--- src/source/icache_pkg.sv ---
// ********************
// geometry of the instruction cache and the prefetch queue
// direct mapped, one 64-bit word per line, byte addressed fetch
// PFETCH_NUM must stay a power of two matching PTR_W
// ********************
package icache_pkg;

	// address split: tag | index | byte offset
	localparam int ADDR_W   = 64;
	localparam int OFFSET_W = 3;
	localparam int IDX_W    = 5;
	localparam int TAG_W    = ADDR_W - IDX_W - OFFSET_W;
	localparam int LINE_W   = 64;

	// prefetch queue
	localparam int PFETCH_NUM = 4;
	localparam int PTR_W      = 2;
	localparam logic [ADDR_W-1:0] STEP = 64'd8;

	// demand miss controller
	typedef enum logic [1:0] {
		IDLE      = 2'd0,
		MISS_REQ  = 2'd1,
		MISS_WAIT = 2'd2
	} ctrl_state_e;

endpackage

--- src/source/mem_bus_pkg.sv ---
// ********************
// split transaction memory bus
// a nonzero response tag accepts the command in that cycle
// tag 0 never names a transaction
// ********************
package mem_bus_pkg;

	// only loads are issued by the fetch side
	typedef enum logic [1:0] {
		BUS_NONE = 2'd0,
		BUS_LOAD = 2'd1
	} bus_cmd_e;

	// transaction tag, also carried back with the data
	localparam int MEM_TAG_W = 4;

endpackage

--- src/source/icache_ctrl.sv ---
// ********************
// demand miss FSM and memory bus owner
// one demand load in flight, the prefetcher gets the bus otherwise
// a soft miss waits for the prefetch fill instead of loading
// ********************
`timescale 1ns/1ps

module icache_ctrl (
	input  logic                              clk,
	input  logic                              rst,
	input  logic [icache_pkg::ADDR_W-1:0]     fetch_addr_i,
	input  logic                              fetch_en_i,
	input  logic                              flush_i,
	input  logic                              hit_i,
	input  logic                              pf_soft_hit_i,
	input  logic [mem_bus_pkg::MEM_TAG_W-1:0] mem_response_i,
	input  logic [mem_bus_pkg::MEM_TAG_W-1:0] mem_tag_i,
	input  mem_bus_pkg::bus_cmd_e             pf_command_i,
	input  logic [icache_pkg::ADDR_W-1:0]     pf_addr_i,
	input  logic                              pf_wr_en_i,
	input  logic [icache_pkg::TAG_W-1:0]      pf_wr_tag_i,
	input  logic [icache_pkg::IDX_W-1:0]      pf_wr_idx_i,
	output logic                              pf_en_o,
	output mem_bus_pkg::bus_cmd_e             mem_command_o,
	output logic [icache_pkg::ADDR_W-1:0]     mem_addr_o,
	output logic                              wr_en_o,
	output logic [icache_pkg::TAG_W-1:0]      wr_tag_o,
	output logic [icache_pkg::IDX_W-1:0]      wr_idx_o,
	output logic                              fetch_valid_o
);

	icache_pkg::ctrl_state_e state_r, state_nxt;
	logic [icache_pkg::ADDR_W-1:0]     miss_addr_r;
	logic [mem_bus_pkg::MEM_TAG_W-1:0] dem_tag_r;
	logic miss, dem_fill, in_req;

	assign in_req   = (state_r == icache_pkg::MISS_REQ);
	// hard miss only, a queued line is left to the prefetcher
	assign miss     = fetch_en_i && ~flush_i && ~hit_i && ~pf_soft_hit_i;
	assign dem_fill = (state_r == icache_pkg::MISS_WAIT) && (mem_tag_i != '0) &&
		(mem_tag_i == dem_tag_r);

	always_comb begin
		state_nxt = state_r;
		case (state_r)
			icache_pkg::IDLE:      if (miss) state_nxt = icache_pkg::MISS_REQ;
			icache_pkg::MISS_REQ:  if (mem_response_i != '0) state_nxt = icache_pkg::MISS_WAIT;
			icache_pkg::MISS_WAIT: if (dem_fill) state_nxt = icache_pkg::IDLE;
			default:               state_nxt = icache_pkg::IDLE;
		endcase
	end

	always_ff @(posedge clk) begin
		if (rst) begin
			state_r   <= icache_pkg::IDLE;
			dem_tag_r <= '0;
		end else begin
			state_r <= state_nxt;
			if (in_req && mem_response_i != '0)
				dem_tag_r <= mem_response_i;
		end
	end

	// miss address held until the fill
	always_ff @(posedge clk) begin
		if (state_r == icache_pkg::IDLE && miss)
			miss_addr_r <= fetch_addr_i;
	end

	// ********************
	// bus and write port sharing
	// ********************
	assign pf_en_o       = fetch_en_i && ~in_req;
	assign mem_command_o = in_req ? mem_bus_pkg::BUS_LOAD : pf_command_i;
	assign mem_addr_o    = in_req ? miss_addr_r : pf_addr_i;

	assign wr_en_o  = dem_fill | pf_wr_en_i;
	assign wr_tag_o = dem_fill ? miss_addr_r[icache_pkg::ADDR_W-1 -: icache_pkg::TAG_W] : pf_wr_tag_i;
	assign wr_idx_o = dem_fill ? miss_addr_r[icache_pkg::OFFSET_W +: icache_pkg::IDX_W] : pf_wr_idx_i;

	assign fetch_valid_o = fetch_en_i && hit_i;

endmodule

--- config.mk ---
export PLATFORM = sky130hd
export DESIGN_NAME = icache_ctrl
export DESIGN_NICKNAME = d
export VERILOG_FILES = /design/src/source/icache_pkg.sv /design/src/source/mem_bus_pkg.sv /design/src/source/icache_ctrl.sv
export SDC_FILE = /design/constraint.sdc
export NUM_CORES = 1
export LEC_CHECK = 0
export ABC_AREA = 1
export BUFFER_PORTS_ARGS = -buffer_cell sky130_fd_sc_hd__buf_2
export CAP_MARGIN = 30
export CELL_PAD_IN_SITES_DETAIL_PLACEMENT = 2
export CELL_PAD_IN_SITES_GLOBAL_PLACEMENT = 2
export CORE_ASPECT_RATIO = 1.75
export CORE_MARGIN = 2
export CORE_UTILIZATION = 20
export DETAILED_ROUTE_END_ITERATION = 16
export PLACE_DENSITY = 0.91
export SYNTH_ARGS = -nofsm -noshare
export SYNTH_HDL_FRONTEND = slang
export SYNTH_SLANG_ARGS = --single-unit
--- constraint.sdc ---
create_clock -name clk -period 4.5 [get_ports clk]
set_clock_uncertainty 0.1 [all_clocks]
set_input_delay 0.675 -clock clk [delete_from_list [all_inputs] [get_ports clk]]
set_output_delay 0.675 -clock clk [all_outputs]
set_load 0.02 [all_outputs]
-- Yosys cells after proc, flatten, opt, wreduce, memory -nomap -nowiden
Cells that the tools add are included.
- equal/unequal tests: 6
- muxes and demuxes: 8
- bitwise operators: 5
- reduce and logical (&&, ||, !) cells: 13
- operators by type and width (kind ; number):
    64-bit two-way mux ; 1
    56-bit two-way mux ; 1
    1-bit logical AND ; 9
    2-bit two-way mux ; 4
    4-bit nonzero test ; 2
    2-bit case mux with 3 select lines ; 1
    5-bit two-way mux ; 1
    4-bit == test ; 1
    2-bit inequality test, second input constant ; 2
    1-bit inverter ; 4
    3-bit AND reduction ; 1
    2-bit by 1-bit == test with 1-bit output, second input constant ; 1
    2-bit == test, second input constant ; 1
    2-bit zero test ; 1
    2-bit by 1-bit inequality test with 1-bit output, second input constant ; 1
    1-bit OR ; 1
- register bits after elaboration: 70
- input port bits: 206

-- Logic depth before layout (Yosys ltp)
Gate-level depths: netlist (run 1).
- word-level depth: 6
- mapped depth: 9

-- Least setup slack after synthesis (run 1)
Ideal clock, no wire load.
- path type: input to register
- start point: input fetch_en_i
- end point: register miss_addr_r[0] in the netlist's numbering, enable pin
- arrival time: 2122 ps
- data required time: 3982 ps
- slack: 1859 ps
- stages: 4
- cell sequence: inv_1 -> nor2_1 -> nand3_1 -> inv_1
- cells in the longest elaborated chain, start to end: 4
- RTL lines (what ; line ; text):
    from (decl) ; icache_ctrl.sv:12 ; input logic fetch_en_i,
    1-bit logical AND (3 in a row) ; icache_ctrl.sv:39 ; assign miss = fetch_en_i && ~flush_i && ~hit_i && ~pf_soft_hit_i;
    1-bit logical AND ; icache_ctrl.sv:66 ; if (state_r == icache_pkg::IDLE && miss)
    to (signal assigned) ; icache_ctrl.sv:67 ; miss_addr_r <= fetch_addr_i;
    to (decl) ; icache_ctrl.sv:33 ; logic [icache_pkg::ADDR_W-1:0] miss_addr_r;
Every way passes these cells.
A chain may end at the register's enable or synchronous reset.

-- Worst setup path in the final report (run 1)
- start point: input mem_tag_i[3] in the netlist's numbering
- end point: output wr_tag_o[4] in the netlist's numbering
- cells in the longest elaborated chain, start to end: 4
- elaborated cells on any way between the ends: 5
- classes of those cells: 1 x eq/ne; 1 x mux; 3 x reduce/logical
- RTL lines (what ; line ; text):
    from (decl) ; icache_ctrl.sv:17 ; input logic [mem_bus_pkg::MEM_TAG_W-1:0] mem_tag_i,
    4-bit nonzero test ; icache_ctrl.sv:40 ; assign dem_fill = (state_r == icache_pkg::MISS_WAIT) && (mem_tag_i != '0) &&
    1-bit logical AND ; icache_ctrl.sv:40 ;
    1-bit logical AND * ; icache_ctrl.sv:40 ;
    56-bit two-way mux * ; icache_ctrl.sv:78 ; assign wr_tag_o = dem_fill ? miss_addr_r[icache_pkg::ADDR_W-1 -: icache_pkg::TAG_W] : pf_wr_tag_i;
    to (decl) ; icache_ctrl.sv:27 ; output logic [icache_pkg::TAG_W-1:0] wr_tag_o,
Mark *: on every way between the ends. The rest lies on a longest branch, timed or not.

==> impl_summary.md, run 1 <==
Run status
The flow ran to the end, and the final reports show no timing, DRC or antenna violations.

Critical path
The required time at the endpoint of the critical path is 3.72 ns. For the worst flop-to-flop path, the logic depth is 8. The data arrival time of the worst path is 2.58 ns. The element type at the critical path end is an output port. The critical path ends at wr_tag_o[4]. In this run the critical register-to-register path is captured at state_r[1]. The path type of the worst setup path is primary input to output port. In this run the register-to-register setup slack is 2.24 ns. The start point of the critical path is mem_tag_i[3].

Along the worst path, the maximum fanout reaches 64. In this run the critical register-to-register path is launched from dem_tag_r[3]. The startpoint class of the critical path is a primary input.

Yosys
The post-synth net total is 681. Sorting the synthesized cells by how often they occur yields sky130_fd_sc_hd__nand2_1, sky130_fd_sc_hd__inv_1, sky130_fd_sc_hd__edfxtp_1, sky130_fd_sc_hd__o21ai_0, sky130_fd_sc_hd__o21ai_1. In the post-synthesis netlist, the biggest area contributors are sky130_fd_sc_hd__edfxtp_1, sky130_fd_sc_hd__nand2_1, sky130_fd_sc_hd__o21ai_0, sky130_fd_sc_hd__o21ai_1, sky130_fd_sc_hd__inv_1. sky130_fd_sc_hd__edfxtp_1 takes more of the synthesized area than any other cell. A synthesized cell averages 8.016 um^2.

The synthesized design contains 64 enable-type register cells. The synthesized netlist occupies a cell area of 0.003807 mm^2. The number of distinct library cells after synthesis is 17. Sequential cells were found to cover 53.63% of the synthesized design area. The share of async-settable or async-resettable flops after synthesis is 0%. The instance count of the mapped netlist is 475. Synthesis inferred 70 register bits. The most common flop cell mapped by yosys is sky130_fd_sc_hd__edfxtp_1. Of the post-synthesis cell area, the dominant cell type holds 50.48%. The Yosys warning count is 0.

The leading cell type by number of instances after synthesis is sky130_fd_sc_hd__nand2_1.

Clocking
The number of sinks on the clock net is 70. The H-tree depth is 3. TritonCTS built the clock tree. After clock tree synthesis, the clock-pin slew on the worst setup and hold paths is 0.06 ns. The total setup buffers inserted after CTS is 0. Clock tree synthesis selected as its root buffer the cell sky130_fd_sc_hd__clkbuf_16.

The number of CTS-inserted buffers is 9. The count of instances resized after the clock tree is built is 0. The clock insertion delay at the later pin of the skew report is 0.33 ns.

Hold repair after CTS inserted 0 buffers. The maximum root-to-sink buffer count is 2.

Finish
The area growth from synthesis to layout is 56.95%. The number of fillers in the final layout is 2265. The finished layout holds 1046 standard cells, fillers aside. The number of nets at the end of the flow is 1004. The post-route netlist has 44.83% of its cells at a drive strength greater than 1.

STA
On the final layout, the worst hold slack is 0.3961 ns. Setup repair after global routing left no endpoint under its margin. The max-slew violation total from the final report was 0. The actual slew at the worst max-slew pin is 0.7612 ns. Setup violations remaining at the end of the flow were counted as 0.

Headroom to the max-slew limit came out at 49.18%. The count of final hold-check violations is 0. The minimum clock period is 3.354 ns. The setup TNS after final layout is 0 ns. After layout, the worst path uses 74.53% of the clock period. The top achievable clock speed is 0.2982 GHz.

Die
The chip width is 108.3 um. Once the floorplan was initialized, standard cells occupied 20.40% of the core. The area inside the core boundary is 0.01866 mm^2. The initialized floorplan defines 66 standard-cell rows.

The floorplan step defined a die boundary enclosing 0.02020 mm^2. Measured along the y axis, the die boundary spans 186.5 um. The total I/O pin count is 336.

Global route
Across every metal layer, demand over resource in global routing totals 17.79%. The total overflow left after global routing is 0. The first global-routing pass estimated 27200 um of wire. Entering global routing, the biggest net connects 65 pins. The initial antenna violation count is 5. The number of global-route vias before repair is 4966.

Route
The post-route DRC violation count is 0. The detail-routed via count per cell is 4.355. The detail-routed net length per standard cell is 17.32 um. The final antenna-violating net count is 0. Across all layers, the routed design uses 4555 vias.

Summed over all layers, the routed wires come to 18120 um. After the first detailed-routing iteration, the DRC count stood at 111. The first detailed-routing pass ran for 6 iterations.

Hold path
In this run the worst hold path is classified as register to register.

Power and ir drop
Overall power consumption after layout is estimated at 1.790 mW. The power per cell area is 299.6 mW/mm^2. IR analysis of the VDD net gives a maximum drop of 0.1796 mV.

In this run the static leakage power is 3.251 nW.

Place
The HPWL after detailed placement is 14850 um. After detailed placement, the design holds a cell count of 1025. Buffers placed on the I/O ports in this run total 335. The routability congestion estimate from global placement is 0.8510.

Flow run
Across the run, the number of max-cap violations was 0.
critical path, cell delays in order:
cell and delay, ns:
sky130_fd_sc_hd__buf_2 0.12, sky130_fd_sc_hd__inv_1 0.05, sky130_fd_sc_hd__nand2_1 0.05, sky130_fd_sc_hd__nand2_1 0.04
sky130_fd_sc_hd__nor2_1 0.19, sky130_fd_sc_hd__nand3_4 0.55, sky130_fd_sc_hd__buf_12 0.43, sky130_fd_sc_hd__o21ai_1 0.17
sky130_fd_sc_hd__buf_2 0.19
registers in the layout, indices dropped and copies added, names as in the netlist:
register / count
miss_addr_r: 64
dem_tag_r: 4
state_r: 2
placed cells by master (no fill, tap or decap):
cell,n
sky130_fd_sc_hd__buf_2,335
sky130_fd_sc_hd__nand2_1,155
sky130_fd_sc_hd__inv_1,74
sky130_fd_sc_hd__edfxtp_1,64
sky130_fd_sc_hd__o21ai_0,61
sky130_fd_sc_hd__o21ai_1,59
sky130_fd_sc_hd__nor2_1,13
sky130_fd_sc_hd__clkbuf_16,9
sky130_fd_sc_hd__a21oi_1,7
sky130_fd_sc_hd__dfxtp_1,6
sky130_fd_sc_hd__diode_2,5
sky130_fd_sc_hd__clkinv_2,3
sky130_fd_sc_hd__buf_4,3
sky130_fd_sc_hd__nand3_1,2
sky130_fd_sc_hd__o21ai_2,2
sky130_fd_sc_hd__clkbuf_1,2
sky130_fd_sc_hd__nand3_4,1
sky130_fd_sc_hd__nor2_2,1
sky130_fd_sc_hd__or2_2,1
sky130_fd_sc_hd__inv_2,1
sky130_fd_sc_hd__bufinv_16,1
sky130_fd_sc_hd__clkinvlp_4,1
sky130_fd_sc_hd__clkbuf_8,1
sky130_fd_sc_hd__buf_12,1
routing by layer:
metal | up-vias | global-route usage (%) | share of wire (%)
li1 | 2185 | - | -
met1 | 2161 | 17.53 | 35
met2 | 176 | 34.06 | 56
met3 | 33 | 3.912 | 5.7
met4 | 0 | 8.284 | 3.1
met5 | - | 0 | 0
where the power goes:
group          total (mW)  internal [mW]  leakage, nW  switching, mW
registers           0.727          0.723        0.630        0.00355
logic               0.341          0.138         2.48          0.203
clock network       0.723          0.443        0.143          0.280
total                1.79           1.30         3.25          0.486
area by class of cell:
type                       count  area (um^2)  share of cell area [%]
tap                          238        297.8                   4.983
clock inverter                 4        47.55                  0.7956
inverter                      76        286.5                   4.795
multi-input combinational    302         1324                   22.15
antenna                        5        12.51                  0.2094
clock buffer                  12        246.5                   4.125
timing repair buffer         339         1719                   28.77
sequential                    70         2042                   34.17
stage by stage:
step / worst slack [ns] / cell area (um^2) / utilization [%]
CTS: 1.106 / 5963 / 31.95
global route: 0.9223 / 5976 / 32.02
detailed placement: 1.168 / 5669 / 30.38
global placement: 1.262 / 5669 / 30.38
finish: 1.146 / 5976 / 32.02
floorplan: 1.859 / 3807 / -
logic make-up (layout without fill, tap and decap cells):
logic type             Yosys count  count (layout)  synth area share (%)
AOI/OAI and AO/OA              129             129                 17.15
and+or+nand+nor                173             173                 17.42
buffers and inverters          103             431                 11.80
DFF                             70              70                 53.63
other                            0               5                     0
how the worst min path moves through the flow:
| stage | startpoint | to | depth (start not counted) |
|---|---|---|---|
| 6_report | dem_tag_r[0] | dem_tag_r[0] | 2 |
| 5_1_grt | fetch_addr_i[47] | miss_addr_r[47] | 1 |
| 4_1_cts | dem_tag_r[0] | dem_tag_r[0] | 2 |
| 3_5_place_dp | dem_tag_r[0] | dem_tag_r[0] | 2 |
| 3_3_place_gp | dem_tag_r[0] | dem_tag_r[0] | 2 |
| 2_1_floorplan | dem_tag_r[0] | dem_tag_r[0] | 2 |
No activity file was read; power rests on OpenSTA's default activity.
==> inputs of run 2 (changes only) <==
--- a/config.mk
+++ b/config.mk
@@ -12,9 +12,9 @@
 export CELL_PAD_IN_SITES_GLOBAL_PLACEMENT = 2
 export CORE_ASPECT_RATIO = 1.75
 export CORE_MARGIN = 2
-export CORE_UTILIZATION = 20
+export CORE_UTILIZATION = 18
 export DETAILED_ROUTE_END_ITERATION = 16
-export PLACE_DENSITY = 0.91
+export PLACE_DENSITY = 0.83
 export SYNTH_ARGS = -nofsm -noshare
 export SYNTH_HDL_FRONTEND = slang
 export SYNTH_SLANG_ARGS = --single-unit
==> constraint.sdc (replaced) <==
create_clock -name clk -period 3.25 [get_ports clk]
set_clock_uncertainty 0.1 [all_clocks]
set_input_delay 0.4875 -clock clk [delete_from_list [all_inputs] [get_ports clk]]
set_output_delay 0.4875 -clock clk [all_outputs]
set_load 0.02 [all_outputs]
==> impl_summary.md, run 2 (synthesized netlist as in run 1, its figures left out) <==
Run status
The flow ran to the end, and the final reports show no timing, DRC or antenna violations.

Power and ir drop
The power per cell area is 408.7 mW/mm^2 (+36%). The fraction of power spent switching nets is 27.52% (+0.38 points). The proportion of power drawn by the clock network is 40.0% (-0.4 points).

The fraction of power consumed by combinational cells was 19.0% (about the same). The power spent charging and discharging nets is 0.6751 mW (+39%). The sequential share of power is 41.0% (+0.4 points). The internal power contribution is 1.778 mW (+36%).

The leakage power of the design is 3.265 nW (+0.41%). The peak ir drop on the vdd network was 0.2227 mV (+24%).

Critical path
The required time at the endpoint of the critical path is 2.66 ns (-1.06 ns). The element type at the critical path end is an output port. The data arrival time of the worst path was 2.34 ns (-0.24 ns). The setup path with the least slack is of type register to output port.

STA classifies the critical path startpoint as a register. The largest fanout on the critical path came to 60 (-6.3%).

Route
The final antenna-violating net count is 0 (unchanged). The number of design-rule violations left by the first detailed-router iteration is 121 (+9.0%). The detail-routed via count per cell is 4.232 (-2.8%). The detail-routed net length per standard cell is 16.47 um (-4.9%). The wire length reported by the detailed router is 17500 um (-3.4%). The post-route DRC violation count is 0 (unchanged). The total number of vias is 4499 (-1.2%).

The number of detailed-route iterations in the first pass was 4 (-2).

STA
The count of final hold-check violations was 0 (unchanged). The actual slew at the worst max-slew pin is 0.5528 ns (-0.2084 ns). The relative slew slack is 63.14% (+14 points). Setup repair after global routing left no endpoint under its margin. The max-slew violation total from the final report is 0 (unchanged). Dividing the final minimum period by the clock period gives 90.08%. The minimum clock period is 2.928 ns. The final setup violation count is 0 (unchanged).

Based on the critical path, the design can be clocked at up to 0.3416 GHz. The setup TNS after final layout was 0 ns (unchanged).

Finish
The area growth from synthesis to layout is 57.67%. In the layout the commonest cells are sky130_fd_sc_hd__buf_2, sky130_fd_sc_hd__nand2_1, sky130_fd_sc_hd__inv_1. Leaving out fill and tap cells, the most frequent cell in the layout is sky130_fd_sc_hd__buf_2. The number of nets at the end of the flow was 1007 (+0.30%). The flip-flop count of the largest register after layout is 64 (unchanged). The ratio of cells with drive above 1 in the final layout is 44.91% (+0.081 points).

The summed area of non-filler cells in the final layout was 0.006003 mm^2 (+0.46%). In the final layout, the registers with the most flip-flops are miss_addr_r (64), dem_tag_r (4), state_r (2). The register with the most flip-flops in the final layout is miss_addr_r.

Global route
The wire length of the first global-routing pass came to 26190 um (-3.7%). The global-route usage over all layers was 15.57% (-2.2 points). The number of global-route vias before repair is 4848 (-2.4%). The total global routing overflow is 0 (unchanged).

The initial antenna violation count is 3 (-2). The maximum number of pins on one net before global-route repair is 61 (-6.2%).

Die
The number of placement rows is 70 (+6.1%). The chip height is 196.4 um (+5.3%). The total I/O pin count is 336 (unchanged). The area inside the core boundary is 0.02085 mm^2 (+12%).

The die footprint is 0.02238 mm^2 (+11%). The chip width came to 113.9 um (+5.2%). The initial standard-cell utilization of the core is 18.27% (-2.1 points).

Clocking
The total setup buffers inserted after CTS is 0 (unchanged). The cell at the root of the clock tree is sky130_fd_sc_hd__clkbuf_16. The H-tree depth was 3 (unchanged).

The number of sinks on the clock net came to 70 (unchanged). The maximum root-to-sink buffer count is 2 (unchanged). The clock insertion delay at the later pin of the skew report is 0.34 ns (about the same). The clock transition at the register clock pins on the worst setup and hold paths after CTS is 0.06 ns (about the same).

The count of hold-fix buffers inserted at cts was 0 (unchanged). The count of instances resized after the clock tree is built is 0 (unchanged). The number of CTS-inserted buffers was 9 (unchanged).

TritonCTS built the clock tree.

Place
The placed standard-cell area is 0.005709 mm^2 (+0.71%). The port buffer count is 335 (unchanged). The routability congestion estimate from global placement is 0.8203 (-3.6%). The half-perimeter wire length after detailed placement is 14430 um (-2.8%).

Hold path
The tightest min-delay check is of the primary input to register type.

Flow run
The max-capacitance violation count came to 0 (unchanged).
[run 2: changes by cell type in the layout (fill, tap and decap cells not counted), sizes merged]
cell / previous run / this run
buf: 339 / 342
clkinv: 3 / 6
clkbuf: 12 / 10
clkinvlp: 1 / 0
[run 2: worst paths after layout]
path / from / endpoint / slack, ns / cells past startpoint
max: dem_tag_r[3] / wr_tag_o[39] / 0.32 / 8
min: fetch_addr_i[23] / miss_addr_r[23] / 0.21 / 1
max reg2reg: dem_tag_r[3] / state_r[1] / 1.42 / 8
min reg2reg: dem_tag_r[3] / dem_tag_r[3] / 0.40 / 2
[run 2: final cells by class]
cell class | instances | area (um^2)
timing repair buffer | 342 | 1742
clock inverter | 6 | 52.55
clock buffer | 10 | 229.0
antenna | 5 | 12.51
fill | 2525 | 14840
tap | 252 | 315.3
multi-input combinational | 302 | 1324
sequential | 70 | 2042
inverter | 76 | 286.5
[run 2: per-stage QoR]
| stage | setup slack (ns) | util, % | power (mW) | instances | hold WS (ns) |
|---|---|---|---|---|---|
| after floorplan | 0.7969 | - | 1.250 | 475 | 0.3480 |
| after CTS | 0.3336 | 28.74 | 2.502 | 1058 | 0.1906 |
| final | 0.3225 | 28.80 | 2.454 | 1063 | 0.2137 |
| after detailed placement | 0.4841 | 27.39 | 1.498 | 1042 | 0.3876 |
| after global routing | 0.07572 | 28.78 | 2.568 | 1061 | 0.1922 |
| after global placement | 0.4998 | 27.39 | 1.482 | 1042 | 0.3771 |
[run 2: power by group through the flow]
stage	sequential [mW]	combinational, mW	clock (mW)
3_3_place_gp	1.02	0.458	0
4_1_cts	1.01	0.475	1.02
2_1_floorplan	1.02	0.226	0
6_report	1.01	0.467	0.981
5_1_grt	1.01	0.514	1.05
3_5_place_dp	1.02	0.473	0
[run 2: critical path, stage by stage (launching register included)]
cell and delay (ns):
sky130_fd_sc_hd__dfxtp_1 0.36, sky130_fd_sc_hd__inv_1 0.05, sky130_fd_sc_hd__nand2_1 0.05, sky130_fd_sc_hd__nand2_1 0.06
sky130_fd_sc_hd__nor2_1 0.19, sky130_fd_sc_hd__nand3_4 0.38, sky130_fd_sc_hd__buf_12 0.33, sky130_fd_sc_hd__o21ai_1 0.26
sky130_fd_sc_hd__buf_2 0.21
[run 2: layer usage]
layer / share of wire (%) / global-route usage, %
met1: 34 / 14.83
met2: 58 / 30.11
met3: 5.2 / 3.721
met4: 2.9 / 7.949
met5: 0 / 0
