[config.mk]
export PLATFORM = sky130hd
export DESIGN_NAME = prefetch
export DESIGN_NICKNAME = d
export VERILOG_FILES = /design/src/source/icache_pkg.sv /design/src/source/mem_bus_pkg.sv /design/src/source/rps4.sv /design/src/source/prefetch.sv
export SDC_FILE = /design/constraint.sdc
export NUM_CORES = 1
export LEC_CHECK = 0
export BUFFER_PORTS_ARGS = -buffer_cell sky130_fd_sc_hd__buf_2
export CORE_MARGIN = 4
export CORE_UTILIZATION = 45
export DETAILED_ROUTE_END_ITERATION = 10
export PLACE_DENSITY_LB_ADDON = 0.08
export SYNTH_ARGS = -nofsm -noshare
export SYNTH_HDL_FRONTEND = slang
export SYNTH_SLANG_ARGS = --single-unit
[constraint.sdc]
create_clock -name clk -period 5 [get_ports clk]
set_input_delay 1 -clock clk [delete_from_list [all_inputs] [get_ports clk]]
set_output_delay 1 -clock clk [all_outputs]
set_load 0.03 [all_outputs]
[src/source/icache_pkg.sv]
// ********************
// geometry of the instruction cache and the prefetch queue
// direct mapped, one 64-bit word per line, byte addressed fetch
// PFETCH_NUM must stay a power of two matching PTR_W
// ********************
package icache_pkg;

	// address split: tag | index | byte offset
	localparam int ADDR_W   = 64;
	localparam int OFFSET_W = 3;
	localparam int IDX_W    = 5;
	localparam int TAG_W    = ADDR_W - IDX_W - OFFSET_W;
	localparam int LINE_W   = 64;

	// prefetch queue
	localparam int PFETCH_NUM = 4;
	localparam int PTR_W      = 2;
	localparam logic [ADDR_W-1:0] STEP = 64'd8;

	// demand miss controller
	typedef enum logic [1:0] {
		IDLE      = 2'd0,
		MISS_REQ  = 2'd1,
		MISS_WAIT = 2'd2
	} ctrl_state_e;

endpackage

[src/source/mem_bus_pkg.sv]
// ********************
// split transaction memory bus
// a nonzero response tag accepts the command in that cycle
// tag 0 never names a transaction
// ********************
package mem_bus_pkg;

	// only loads are issued by the fetch side
	typedef enum logic [1:0] {
		BUS_NONE = 2'd0,
		BUS_LOAD = 2'd1
	} bus_cmd_e;

	// transaction tag, also carried back with the data
	localparam int MEM_TAG_W = 4;

endpackage

[src/source/rps4.sv]
// ********************
// rotating priority select over four requests
// search starts at ptr_i and wraps, at most one grant
// ********************
`timescale 1ns/1ps

module rps4 (
	input  logic                         en_i,
	input  logic [icache_pkg::PFETCH_NUM-1:0] req_i,
	input  logic [icache_pkg::PTR_W-1:0]      ptr_i,
	output logic [icache_pkg::PFETCH_NUM-1:0] gnt_o
);

	logic                         found;
	logic [icache_pkg::PTR_W-1:0] idx;

	// walk the ring from the pointer, first active request wins
	always_comb begin
		gnt_o = '0;
		found = 1'b0;
		idx   = ptr_i;
		if (en_i) begin
			for (int k = 0; k < icache_pkg::PFETCH_NUM; k++) begin
				// index wraps in PTR_W bits
				idx = ptr_i + k[icache_pkg::PTR_W-1:0];
				if (!found && req_i[idx]) begin
					gnt_o[idx] = 1'b1;
					found      = 1'b1;
				end
			end
		end
	end

endmodule

[src/source/prefetch.sv]
// ********************
// four entry stream prefetcher, runs ahead in 8-byte steps
// only issues while pf_en_i is high, reloads when it is low
// a probe hit or a late tag after reload is dropped silently
// ********************
`timescale 1ns/1ps

module prefetch (
	input  logic                                  clk,
	input  logic                                  rst,
	input  logic [mem_bus_pkg::MEM_TAG_W-1:0]     mem_tag_i,
	input  logic [mem_bus_pkg::MEM_TAG_W-1:0]     mem_response_i,
	input  logic                                  cache_hit_i,
	input  logic                                  probe_hit_i,
	input  logic                                  flush_i,
	input  logic [icache_pkg::ADDR_W-1:0]         fetch_addr_i,
	input  logic                                  pf_en_i,
	output logic                                  soft_hit_o,
	output logic                                  prefetching_o,
	output logic                                  wr_en_o,
	output logic [icache_pkg::TAG_W-1:0]          wr_tag_o,
	output logic [icache_pkg::IDX_W-1:0]          wr_idx_o,
	output logic [icache_pkg::TAG_W-1:0]          rd_tag_o,
	output logic [icache_pkg::IDX_W-1:0]          rd_idx_o,
	output logic [icache_pkg::ADDR_W-1:0]         mem_addr_o,
	output mem_bus_pkg::bus_cmd_e                 mem_command_o
);

	// ********************
	// queue state
	// ********************
	logic [icache_pkg::PFETCH_NUM-1:0][icache_pkg::ADDR_W-1:0]     addr_r, addr_nxt;
	logic [icache_pkg::PFETCH_NUM-1:0][mem_bus_pkg::MEM_TAG_W-1:0] tag_r, tag_nxt;
	logic [icache_pkg::PFETCH_NUM-1:0] vld_r, vld_nxt;
	logic [icache_pkg::PFETCH_NUM-1:0] sent_r, sent_nxt;
	// msb of each pointer is the wrap bit
	logic [icache_pkg::PTR_W:0] head_r, head_nxt;
	logic [icache_pkg::PTR_W:0] tail_r, tail_nxt;
	logic [icache_pkg::PTR_W-1:0] tail_idx, tail_prev;
	logic full, empty, reload, alloc, ack;
	logic [icache_pkg::ADDR_W-1:0] new_addr;

	// selection and fill
	logic [icache_pkg::PFETCH_NUM-1:0] req, rr_gnt, smiss_gnt, smiss_gnt_r, smiss_live, sel_gnt;
	logic [icache_pkg::PTR_W-1:0]  sel_ptr, fill_ptr;
	logic [icache_pkg::ADDR_W-1:0] sel_addr, fill_addr;
	logic pfetching, fill_hit;

	assign reload    = ~pf_en_i | flush_i;
	assign ack       = (mem_response_i != '0);
	assign tail_idx  = tail_r[icache_pkg::PTR_W-1:0];
	assign tail_prev = tail_idx - 1'b1;
	assign full  = (head_r[icache_pkg::PTR_W] != tail_r[icache_pkg::PTR_W]) &&
		(head_r[icache_pkg::PTR_W-1:0] == tail_idx);
	assign empty = (head_r == tail_r);
	assign alloc = cache_hit_i && ~full;
	// next line follows the youngest entry, or the fetch address when empty
	assign new_addr = empty ? fetch_addr_i + icache_pkg::STEP : addr_r[tail_prev] + icache_pkg::STEP;

	// ********************
	// issue selection
	// ********************
	assign req = vld_r & ~sent_r;

	rps4 rps4_issue (
		.en_i  (pf_en_i),
		.req_i (req),
		.ptr_i (head_r[icache_pkg::PTR_W-1:0]),
		.gnt_o (rr_gnt)
	);

	// fetch side missed on a queued line, compare by line address
	always_comb begin
		soft_hit_o = 1'b0;
		smiss_gnt  = '0;
		for (int i = 0; i < icache_pkg::PFETCH_NUM; i++) begin
			if (vld_r[i] && addr_r[i][icache_pkg::ADDR_W-1:icache_pkg::OFFSET_W] ==
				fetch_addr_i[icache_pkg::ADDR_W-1:icache_pkg::OFFSET_W]) begin
				soft_hit_o = 1'b1;
				if (~cache_hit_i && ~sent_r[i] && ~reload)
					smiss_gnt[i] = 1'b1;
			end
		end
	end

	// registered soft miss wins, masked so a sent entry is not reissued
	assign smiss_live = smiss_gnt_r & req;
	assign sel_gnt    = (|smiss_live) ? smiss_live : rr_gnt;

	always_comb begin
		sel_ptr  = '0;
		sel_addr = '0;
		for (int i = 0; i < icache_pkg::PFETCH_NUM; i++) begin
			if (sel_gnt[i]) begin
				sel_ptr  = i[icache_pkg::PTR_W-1:0];
				sel_addr = addr_r[i];
			end
		end
	end

	// command and probe go out together
	assign pfetching     = (|sel_gnt) && pf_en_i && ~flush_i;
	assign prefetching_o = pfetching;
	assign mem_command_o = pfetching ? mem_bus_pkg::BUS_LOAD : mem_bus_pkg::BUS_NONE;
	assign mem_addr_o    = sel_addr;
	assign {rd_tag_o, rd_idx_o} = sel_addr[icache_pkg::ADDR_W-1:icache_pkg::OFFSET_W];

	// ********************
	// fill from returning tags
	// ********************
	always_comb begin
		fill_hit  = 1'b0;
		fill_ptr  = '0;
		fill_addr = '0;
		for (int i = 0; i < icache_pkg::PFETCH_NUM; i++) begin
			if (mem_tag_i != '0 && vld_r[i] && sent_r[i] && tag_r[i] == mem_tag_i) begin
				fill_hit  = 1'b1;
				fill_ptr  = i[icache_pkg::PTR_W-1:0];
				fill_addr = addr_r[i];
			end
		end
	end

	assign wr_en_o = fill_hit;
	assign {wr_tag_o, wr_idx_o} = fill_addr[icache_pkg::ADDR_W-1:icache_pkg::OFFSET_W];

	// entry next state
	always_comb begin
		addr_nxt = addr_r;
		vld_nxt  = vld_r;
		sent_nxt = sent_r;
		tag_nxt  = tag_r;
		if (reload) begin
			for (int i = 0; i < icache_pkg::PFETCH_NUM; i++) begin
				addr_nxt[i] = fetch_addr_i + icache_pkg::STEP * (i + 1);
				vld_nxt[i]  = 1'b1;
				sent_nxt[i] = 1'b0;
				tag_nxt[i]  = '0;
			end
		end else begin
			// line already cached, retire without waiting
			if (pfetching && probe_hit_i) begin
				vld_nxt[sel_ptr]  = 1'b0;
				sent_nxt[sel_ptr] = 1'b0;
				tag_nxt[sel_ptr]  = '0;
			end else if (pfetching && ack) begin
				sent_nxt[sel_ptr] = 1'b1;
				tag_nxt[sel_ptr]  = mem_response_i;
			end
			if (fill_hit) begin
				vld_nxt[fill_ptr]  = 1'b0;
				sent_nxt[fill_ptr] = 1'b0;
				tag_nxt[fill_ptr]  = '0;
			end
			if (alloc) begin
				addr_nxt[tail_idx] = new_addr;
				vld_nxt[tail_idx]  = 1'b1;
				sent_nxt[tail_idx] = 1'b0;
				tag_nxt[tail_idx]  = '0;
			end
		end
	end

	// pointers, a reload leaves the queue full
	always_comb begin
		head_nxt = head_r;
		tail_nxt = tail_r;
		if (reload) begin
			head_nxt = '0;
			tail_nxt = {1'b1, {icache_pkg::PTR_W{1'b0}}};
		end else begin
			if (~empty && ~vld_r[head_r[icache_pkg::PTR_W-1:0]])
				head_nxt = head_r + 1'b1;
			if (alloc)
				tail_nxt = tail_r + 1'b1;
		end
	end

	always_ff @(posedge clk) begin
		if (rst) begin
			vld_r       <= '0;
			sent_r      <= '0;
			tag_r       <= '0;
			head_r      <= '0;
			tail_r      <= '0;
			smiss_gnt_r <= '0;
		end else begin
			vld_r       <= vld_nxt;
			sent_r      <= sent_nxt;
			tag_r       <= tag_nxt;
			head_r      <= head_nxt;
			tail_r      <= tail_nxt;
			smiss_gnt_r <= smiss_gnt;
		end
	end

	always_ff @(posedge clk) begin
		addr_r <= addr_nxt;
	end

endmodule

=== Word level (Yosys, flattened, before mapping) ===
Cells that the tools add are included.
W data, S select, Z words.

* Memories kept: 0
* Bits in latches: 0
* RAM bits: 0
* ROM bits: 0
* Flip-flop bits (word level): 290
* Output and inout bits: 191

* Bitwise operators: 38
* Add/subtract/negate cells: 11
* Shift operators: 0
* Eq/ne operators: 11
* Muxes and demuxes: 101
* $lt $le $gt $ge: 15
* Reduce and logical (&&, ||, !) cells: 54
* Div/mod/pow operators: 0
* Multiply operators: 0

{| class="wikitable"
|+ Operators by type and width
! kind !! count
|-
| $mux W64 || 11
|-
| $mux W256 || 2
|-
| $bwmux W256 || 1
|-
| $eq A61 B61 Y1 || 4
|-
| $add A64 B4 Y64 const B || 2
|-
| $add A64 B5 Y64 const B || 2
|-
| $bmux W64 S2 || 1
|-
| $demux W64 S2 || 1
|-
| $mux W16 || 6
|-
| $mux W4 || 24
|-
| $add A64 B6 Y64 const B || 1
|-
| $and A16 B16 Y16 || 3
|-
| $not A16 Y16 || 3
|-
| $logic_and A1 B1 Y1 || 41
|-
| $mux W1 || 33
|-
| $and A4 B4 Y4 || 7
|-
| $demux W4 S2 || 3
|-
| $lt A2 B3 Y1 const B || 8
|-
| $or A4 B4 Y4 || 5
|-
| $bwmux W16 || 1
|-
| $eq A4 B4 Y1 || 4
|-
| $not A4 Y4 || 4
|-
| $not A1 Y1 || 15
|-
| $demux W1 S2 || 7
|-
| other kinds (17) || 41
|}

=== Longest topological paths before layout ===
Gate-level depths: netlist of the first run.

* Depth in word-level cells: 36
* Mapped depth: 18
* Gate-level depth less buffers: 11

=== Hierarchy ===
Synthesis of the first run repeated with hierarchy kept, for this count alone.

* Cells, all modules: 3009
* Area, all modules: 26793.2 µm²

{| class="wikitable"
|+ By module, submodules not included
! module !! sequential area each (µm²) !! area each (µm²) !! instances !! cells an instance
|-
| prefetch || 8368.0 || 26391.6 || 1 || 2961
|-
| rps4 || 0.0 || 401.6 || 1 || 48
|}

=== Worst setup path before layout of the first run ===
OpenSTA, ideal clock, no wires.

* Path type: register -> output
* From: register head_r[0] (netlist name)
* To: output rd_tag_o[39] (netlist name)
* Path slack: -0.009 ns
* Arrival: 4.009 ns
* Cell stages (with the launch flop): 15
* Path through: dfxtp_1 clkbuf_1 inv_1 ha_1 clkbuf_1 or3b_1 a2111o_1 o41ai_1 a21oi_1 a32oi_1 clkbuf_1 buf_1 nor2_1 a22o_1 buf_4

* Word-level cells in the longest chain between the ends: 21
* Elaborated cells on any way between the ends: 59
* Classes of those cells: add/sub (3); order compare (8); mux (35); bitwise (3); reduce/logical (10)

{| class="wikitable"
|+ Ends and longest elaborated chain
! item !! RTL line !! RTL
|-
| from (decl) || prefetch.sv:37 || <nowiki>logic [icache_pkg::PTR_W:0] head_r, head_nxt;</nowiki>
|-
| from (signal assigned) || prefetch.sv:191 || <nowiki>head_r <= head_nxt;</nowiki>
|-
| parallel branches: the longest is 14 deep, another holds $lt A2 B3 Y1 || n/a ||
|-
| $mux W4 * || rps4.sv:26 || <nowiki>if (!found && req_i[idx]) begin</nowiki>
|-
| $mux W4 * || rps4.sv:22 || <nowiki>if (en_i) begin</nowiki>
|-
| $mux W4 * || prefetch.sv:88 || <nowiki>assign sel_gnt = (|smiss_live) ? smiss_live : rr_gnt;</nowiki>
|-
| $mux W64 (3 in series) || prefetch.sv:94 || <nowiki>if (sel_gnt[i]) begin</nowiki>
|-
| $mux W64 * || prefetch.sv:94 ||
|-
| to (decl) || prefetch.sv:23 || <nowiki>output logic [icache_pkg::TAG_W-1:0] rd_tag_o,</nowiki>
|}

Every way passes the cells marked *. The select of a mux whose other input is x is not followed.

=== Final worst setup path of the first run ===
* From: register head_r[0] (netlist name)
* To: output rd_tag_o[29] (netlist name)

Same word-level chain as after synthesis.

==> results of run 1 <==
## worst min path at each step
| stage | to | slack [ns] |
|---|---|---|
| global placement | tag_r[14]$_SDFF_PP0_ | 0.49 |
| detailed placement | tag_r[12]$_SDFF_PP0_ | 0.51 |
| global route | tag_r[12]$_SDFF_PP0_ | 0.55 |
| CTS | tag_r[12]$_SDFF_PP0_ | 0.52 |
| finish | tag_r[12]$_SDFF_PP0_ | 0.52 |
| floorplan | smiss_gnt_r[3]$_SDFF_PP0_ | 0.46 |
## per-stage QoR
step / cell area, um2 / setup slack, ns / cells / utilization
2_1_floorplan: 26500 / 0.0183 / 2981 / -
3_3_place_gp: 29000 / 0.465 / 3869 / 0.500
3_5_place_dp: 29000 / 0.426 / 3869 / 0.500
4_1_cts: 30200 / 0.0130 / 3939 / 0.522
5_1_grt: 30300 / 0.00520 / 3942 / 0.522
6_report: 30300 / 0.120 / 3948 / 0.523
## routing by layer
layer | share of wire | GRT usage | vias to the layer above
li1 | - | - | 11510
met1 | 0.36 | 0.597 | 13861
met2 | 0.42 | 0.677 | 2669
met3 | 0.14 | 0.137 | 572
met4 | 0.076 | 0.256 | 12
met5 | 0.00055 | 0 | -
## Yosys cell counts, drive strengths merged, types with 17 or more instances
cell type / instances / area (um2)
inv: 57 / 214
a221o: 125 / 1250
a21oi: 52 / 260
mux4: 66 / 1500
ha: 17 / 213
nor2: 360 / 1360
and4: 24 / 210
nor4: 77 / 503
o22ai: 161 / 1010
nand4: 95 / 601
nor3: 54 / 275
xor2: 214 / 1880
edfxtp: 256 / 7690
and2: 22 / 138
xnor2: 294 / 2570
nand2: 225 / 845
a22oi: 73 / 548
mux2i: 30 / 300
and3: 28 / 175
nand3: 98 / 490
a22o: 70 / 613
o32ai: 42 / 368
dfxtp: 34 / 681
buf: 116 / 729
clkbuf: 200 / 753
o21ai: 73 / 365
## area by class of cell
type | count | area, um2 | area share
multi-input combinational | 2315 | 16600 | 0.547
sequential | 290 | 8370 | 0.277
timing repair buffer | 439 | 2870 | 0.0947
clock buffer | 45 | 987 | 0.0326
tap | 765 | 957 | 0.0316
clock inverter | 25 | 270 | 0.00893
inverter | 60 | 225 | 0.00744
antenna | 9 | 22.5 | 0.000744
## tightest hold or removal path: stages, from the launching register on
cell and delay, ns:
dfxtp_1 0.34, mux2i_1 0.08, nor2_1 0.07
## registers in the layout (all words and copies together), names as in the netlist
| register | count |
|---|---|
| head_r | 3 |
| vld_r | 4 |
| tail_r | 3 |
| addr_r | 256 |
| tag_r | 16 |
| sent_r | 4 |
| smiss_gnt_r | 4 |
## where the power goes
group,switching [mW],internal [mW],leakage (nW),total [mW]
logic,1.75,0.784,7.50,2.53
registers,0.377,2.90,2.96,3.28
clock network,1.22,1.68,0.618,2.90
## repair_timing
item,in CTS,in global routing
pin swaps,0,1
setup endpoints to repair,6,125
gates resized for setup,1,11
## cell families after synthesis
group / count (synthesis) / share of synthesized area
buffers and inverters: 376 / 0.0645
adders and majority gates: 17 / 0.00804
AOI/OAI and AO/OA: 652 / 0.185
xor gates and xnor gates: 508 / 0.168
DFF: 290 / 0.316
other: 1 / 0.000142
muxes: 97 / 0.0684
and+or+nand+nor: 1040 / 0.190
==> results by group, run 1 <==
Global route
  – Initial antenna violation count: 17
  – Largest net degree at the start of global routing: 103
  – GRT Total Usage: 0.457
  – Vias in the first global route: 26308
  – First-pass GRT wire length: 207000 um
  – Total gr overflow: 0

Clocking
  – Total CTS buffers: 38
  – Cts hold-fix bufs: 0
  – CTS root buf: clkbuf_16
  – Max Buffers Root-to-Sink: 3
  – Num Clock Sinks: 290
  – Clk_lat worst skew: 0.59 ns
  – Clock Pin Slew Worst Setup and Hold Paths: 0.06 ns
  – CTS H-tree lvls: 2
  – TritonCTS clock tree: done
  – Post-CTS Setup Bufs: 0

Worst setup path
  – CP Class: reg2out
  – Max stage delay cell, worst path: a2111o_1
  – Required time worst endpoint: 4.00 ns
  – Worst r2r path cells: 12
  – Startpoint Class: register
  – CP Data Arrival Time: 3.88 ns
  – Reg-to-reg slack, setup: 0.31 ns
  – CP max stage delay: 0.42 ns
  – Worst Setup SP: head_r[0]$_SDFFE_PP0P_
  – Setup crit end kind: output port
  – Crit Path Max Fanout: 34
  – CP Cell Sequence: inv_1, ha_1, or3b_1, a2111o_1, o41ai_1, buf_4, a21oi_2, a32o_2, and2_2, buf_12, a221o_1, a22o_1, buf_4
  – Levels on crit path: 13
  – FF-to-FF End: addr_r[187]$_DFFE_PP_
  – Worst path bufs/invs: 4
  – CP top delay family: compound AO/OA/AOI/OAI gates
  – RR Startpoint: tail_r[1]$_SDFFE_PP0P_
  – Most used cell, CP: buf_4
  – Worst setup path endpoint: rd_tag_o[29]

Hold path
  – Hold_sp: tag_r[12]$_SDFF_PP0_
  – Hold Crit Class: reg2reg
  – Worst hold stages: 2

Timing
  – Worst slew margin: 0.227
  – Minimum clock period: 4.88 ns
  – TNS Setup: 0 ns
  – Fmax: 0.205 GHz
  – Final Skew: 0.0205 ns
  – Worst-margin pin slew: 1.16 ns
  – Final Hold Fails: 0
  – Final setup fails: 0
  – Final Slew Violations: 0
  – Fin crit share: 0.976
  – WHS: 0.519 ns
  – Unrepaired setup endpoints after global routing: no

Power and ir drop
  – Leakage: 11.1 nW
  – Total Power: 8.71 mW
  – PwrDens: 288 mW/mm2
  – VDD IR max: 0.000249 V

Final layout
  – Layout cells sized above 1: 0.188
  – Final #Nets: 3239
  – Most frequent cells in the layout: nor2_1, xnor2_1, buf_2
  – Layout area overhead: 14.4%
  – Most common cell after layout, fill and taps aside: nor2_1
  – Filler instances: 5486

Placement
  – GPL Wtd Cong: 1.13
  – # port buffers: 267
  – Dpl hpwl: 114000 um

Routing
  – DR DRC count: 0
  – Via count: 28624
  – Final ANT Viol Nets: 0
  – Drt wl/cell: 38.1 um
  – DRT iter0 DRCs: 4808
  – Drt pass-1 iters: 7
  – Routed WL: 150000 um
  – Vias per std cell: 7.25

Floorplanning
  – Die width: 251 um
  – Initial Utilization: 0.457
  – Die area: 0.0628 mm2
  – # IOs: 269
  – Std-Cell Rows: 88
  – Die Y: 251 um
  – Placeable Area: 0.0579 mm2

Flow run
  – Max Cap Viol: 0

Synthesis
  – Seq/Total Area, Yosys: 0.316
  – EDFF count, synth: 256
  – Synth warn: 0
  – Synth async-reset ratio: 0
  – Post-synthesis register bit count: 290
  – Yosys cell types: 83
  – Avg Synthesized Cell Area: 8.88 um2
  – Cells after Synth: 2981
  – Synthesized area: 0.0265 mm2
  – Most used DFF post-synth: edfxtp_1
  – Synth Net Count: 3076

Status
  – Status: finished, final reports clean
No activity file was read; power rests on OpenSTA's default activity.
==> run 2: changes to the inputs <==
--- a/config.mk
+++ b/config.mk
@@ -6,10 +6,12 @@
 export NUM_CORES = 1
 export LEC_CHECK = 0
 export BUFFER_PORTS_ARGS = -buffer_cell sky130_fd_sc_hd__buf_2
+export CORE_ASPECT_RATIO = 1.2
 export CORE_MARGIN = 4
 export CORE_UTILIZATION = 45
+export CTS_BUF_LIST = sky130_fd_sc_hd__clkbuf_4 sky130_fd_sc_hd__clkbuf_8
 export DETAILED_ROUTE_END_ITERATION = 10
-export PLACE_DENSITY_LB_ADDON = 0.08
+export PLACE_DENSITY_LB_ADDON = 0.2
 export SYNTH_ARGS = -nofsm -noshare
 export SYNTH_HDL_FRONTEND = slang
 export SYNTH_SLANG_ARGS = --single-unit
==> run 2 against run 1 <==
  * Register-to-register slack better by 0.21 ns
  * Final area is 0.98% higher
  * Hold slack worse by 0.0021 ns
  * Combinational power is 3% higher
  * Largest power group unchanged
  * Critical endpoint is now rd_tag_o[0]
  * First-iteration DRC count is 1.0% lower
  * Critical path depth is 1 higher
  * Non-clock buffer count is 22 higher
  * Clock skew is 0.023 ns higher
  * Sequential power hardly changed
==> results by group, run 2 (same netlist as run 1, synthesis figures left out) <==
Status
  – Status: finished, final reports clean

Global route
  – GRT Total Usage: 0.464 (+0.00683)
  – First-pass GRT wire length: 208000 um (+0.28%)
  – Initial antenna violation count: 11 (-6)
  – Largest net degree at the start of global routing: 113 (+9.7%)
  – Vias in the first global route: 26309 (+0.0038%)
  – Total gr overflow: 0 (unchanged)

Flow run
  – Max Cap Viol: 0 (unchanged)

Placement
  – Dpl hpwl: 114000 um (about the same)
  – Pre-CTS WS: 0.333 ns (-0.0931 ns)
  – # port buffers: 267 (unchanged)
  – Placed Cells: 3852 (-0.44%)
  – GPL Wtd Cong: 1.14 (+0.52%)
  – DP Area: 0.0290 mm2 (+0.26%)

Routing
  – Drt pass-1 iters: 7 (unchanged)
  – Final ANT Viol Nets: 0 (unchanged)
  – Routed WL: 155000 um (+2.7%)
  – DRT iter0 DRCs: 4759 (-1.0%)
  – Via count: 28860 (+0.82%)
  – Drt wl/cell: 38.9 um (+2.0%)
  – DR DRC count: 0 (unchanged)
  – Vias per std cell: 7.26 (+0.11%)

Floorplanning
  – Die area: 0.0628 mm2 (about the same)
  – # IOs: 269 (unchanged)
  – Die width: 229 um (-8.4%)
  – Placeable Area: 0.0583 mm2 (+0.59%)
  – Std-Cell Rows: 97 (+10%)
  – Die Y: 274 um (+9.2%)
  – Initial Utilization: 0.454 (-0.00267)

Power and ir drop
  – PwrDens: 279 mW/mm2 (-2.9%)
  – VDD IR max: 0.000201 V (-19%)
  – Leakage: 11.3 nW (+1.9%)
  – Total Power: 8.54 mW (-1.9%)

Timing
  – Final setup fails: 0 (unchanged)
  – TNS Setup: 0 ns (unchanged)
  – Minimum clock period: 4.93 ns (+0.0483 ns)
  – Final Skew: 0.0432 ns (+0.0227 ns)
  – Unrepaired setup endpoints after global routing: no
  – Setup WS post-layout: 0.0718 ns (-0.0483 ns)
  – Worst slew margin: 0.247 (+0.0203)
  – Final Hold Fails: 0 (unchanged)
  – WHS: 0.517 ns (-0.00206 ns)
  – Final Slew Violations: 0 (unchanged)
  – Fmax: 0.203 GHz (-0.98%)
  – Worst-margin pin slew: 1.13 ns (-0.0304 ns)
  – Fin crit share: 0.986 (+0.00967)

Final layout
  – Filler instances: 5440 (-0.84%)
  – Layout cells sized above 1: 0.206 (+0.0179)
  – Layout area overhead: 15.5%
  – Fin cells: 3976 (+0.71%)
  – Most common cell after layout, fill and taps aside: nor2_1
  – Most frequent cells in the layout: nor2_1, xnor2_1, buf_2
  – Final #Nets: 3278 (+1.2%)
  – Register with the highest flop count: addr_r
  – Finished Cell Area: 0.0306 mm2 (+0.98%)
  – Final core utilization: 0.525 (+0.00204)
  – Top flop regs: addr_r: 256 flops, tag_r: 16 flops
  – Max reg flops: 256 (unchanged)

Worst setup path
  – Reg-to-reg slack, setup: 0.52 ns (+0.21 ns)
  – Worst r2r path cells: 11 (-1)
  – CP max stage delay: 0.38 ns (-0.04 ns)
  – CP Data Arrival Time: 3.93 ns (+0.05 ns)
  – Setup crit end kind: output port
  – Worst path bufs/invs: 5 (+1)
  – Startpoint Class: register
  – Required time worst endpoint: 4.00 ns (about the same)
  – Levels on crit path: 14 (+1)
  – CP top delay family: compound AO/OA/AOI/OAI gates
  – Max stage delay cell, worst path: a2111o_1
  – CP Class: reg2out
  – Crit Path Max Fanout: 8 (-76%)
  – CP Cell Sequence: inv_2, ha_4, or3b_4, a2111o_1, o41ai_2, buf_4, a21oi_4, a32o_2, and2_4, buf_12, clkbuf_16, a221o_1, a22o_1, buf_6

Clocking
  – Max Buffers Root-to-Sink: 3 (unchanged)
  – Clk_lat worst skew: 0.71 ns (+0.12 ns)
  – CTS H-tree lvls: 2 (unchanged)
  – Num Clock Sinks: 290 (unchanged)
  – Cts hold-fix bufs: 0 (unchanged)
  – CTS root buf: clkbuf_8
  – Total CTS buffers: 55 (+45%)
  – TritonCTS clock tree: done
  – Clock Pin Slew Worst Setup and Hold Paths: 0.06 ns (about the same)

Hold path
  – Hold Crit Class: reg2reg
  – Worst hold stages: 2 (unchanged)
==> run 2: area by class of cell <==
type,instances,area [um2],area share
clock inverters,21,179,0.00585
repair buffers,461,3220,0.105
clock buffers,81,990,0.0324
diodes,6,15.0,0.000491
inverters,60,225,0.00737
flip-flops and latches,290,8380,0.274
multi-input cells,2315,16600,0.544
well taps,742,928,0.0304
==> run 2: what timing repair did <==
item | in CTS | in global routing
setup buffers | 5 | 5
gates resized for setup | 12 | 17
hold endpoints to repair | 0 | 0
pin swaps | 3 | 9
cloned | 2 | 4
endpoints found under the setup margin | 125 | 125
==> run 2: per-layer routing <==
layer	part of all wire	vias to the layer above	GRT usage
met2	0.43	2669	0.720
met5	0.00052	-	0
li1	-	11578	-
met3	0.12	707	0.102
met4	0.11	10	0.355
met1	0.34	13896	0.562
==> run 2: worst paths after layout <==
check                                            start                     to
worst max-delay path            head_r[1]$_SDFFE_PP0P_            rd_tag_o[0]
worst min-delay path               tag_r[5]$_SDFF_PP0_    tag_r[5]$_SDFF_PP0_
worst max register to register  tail_r[1]$_SDFFE_PP0P_  addr_r[180]$_DFFE_PP_
worst min register to register     tag_r[5]$_SDFF_PP0_    tag_r[5]$_SDFF_PP0_
==> run 2: power by group <==
group          switching, mW  internal (mW)
Sequential             0.376           2.90
Combinational           1.78          0.824
Clock                   1.23           1.42
==> run 2: worst min-delay path, cell delays in order, from the launching register on <==
cell and delay (ns):
dfxtp_1 0.34, mux2i_1 0.07, nor2_1 0.07
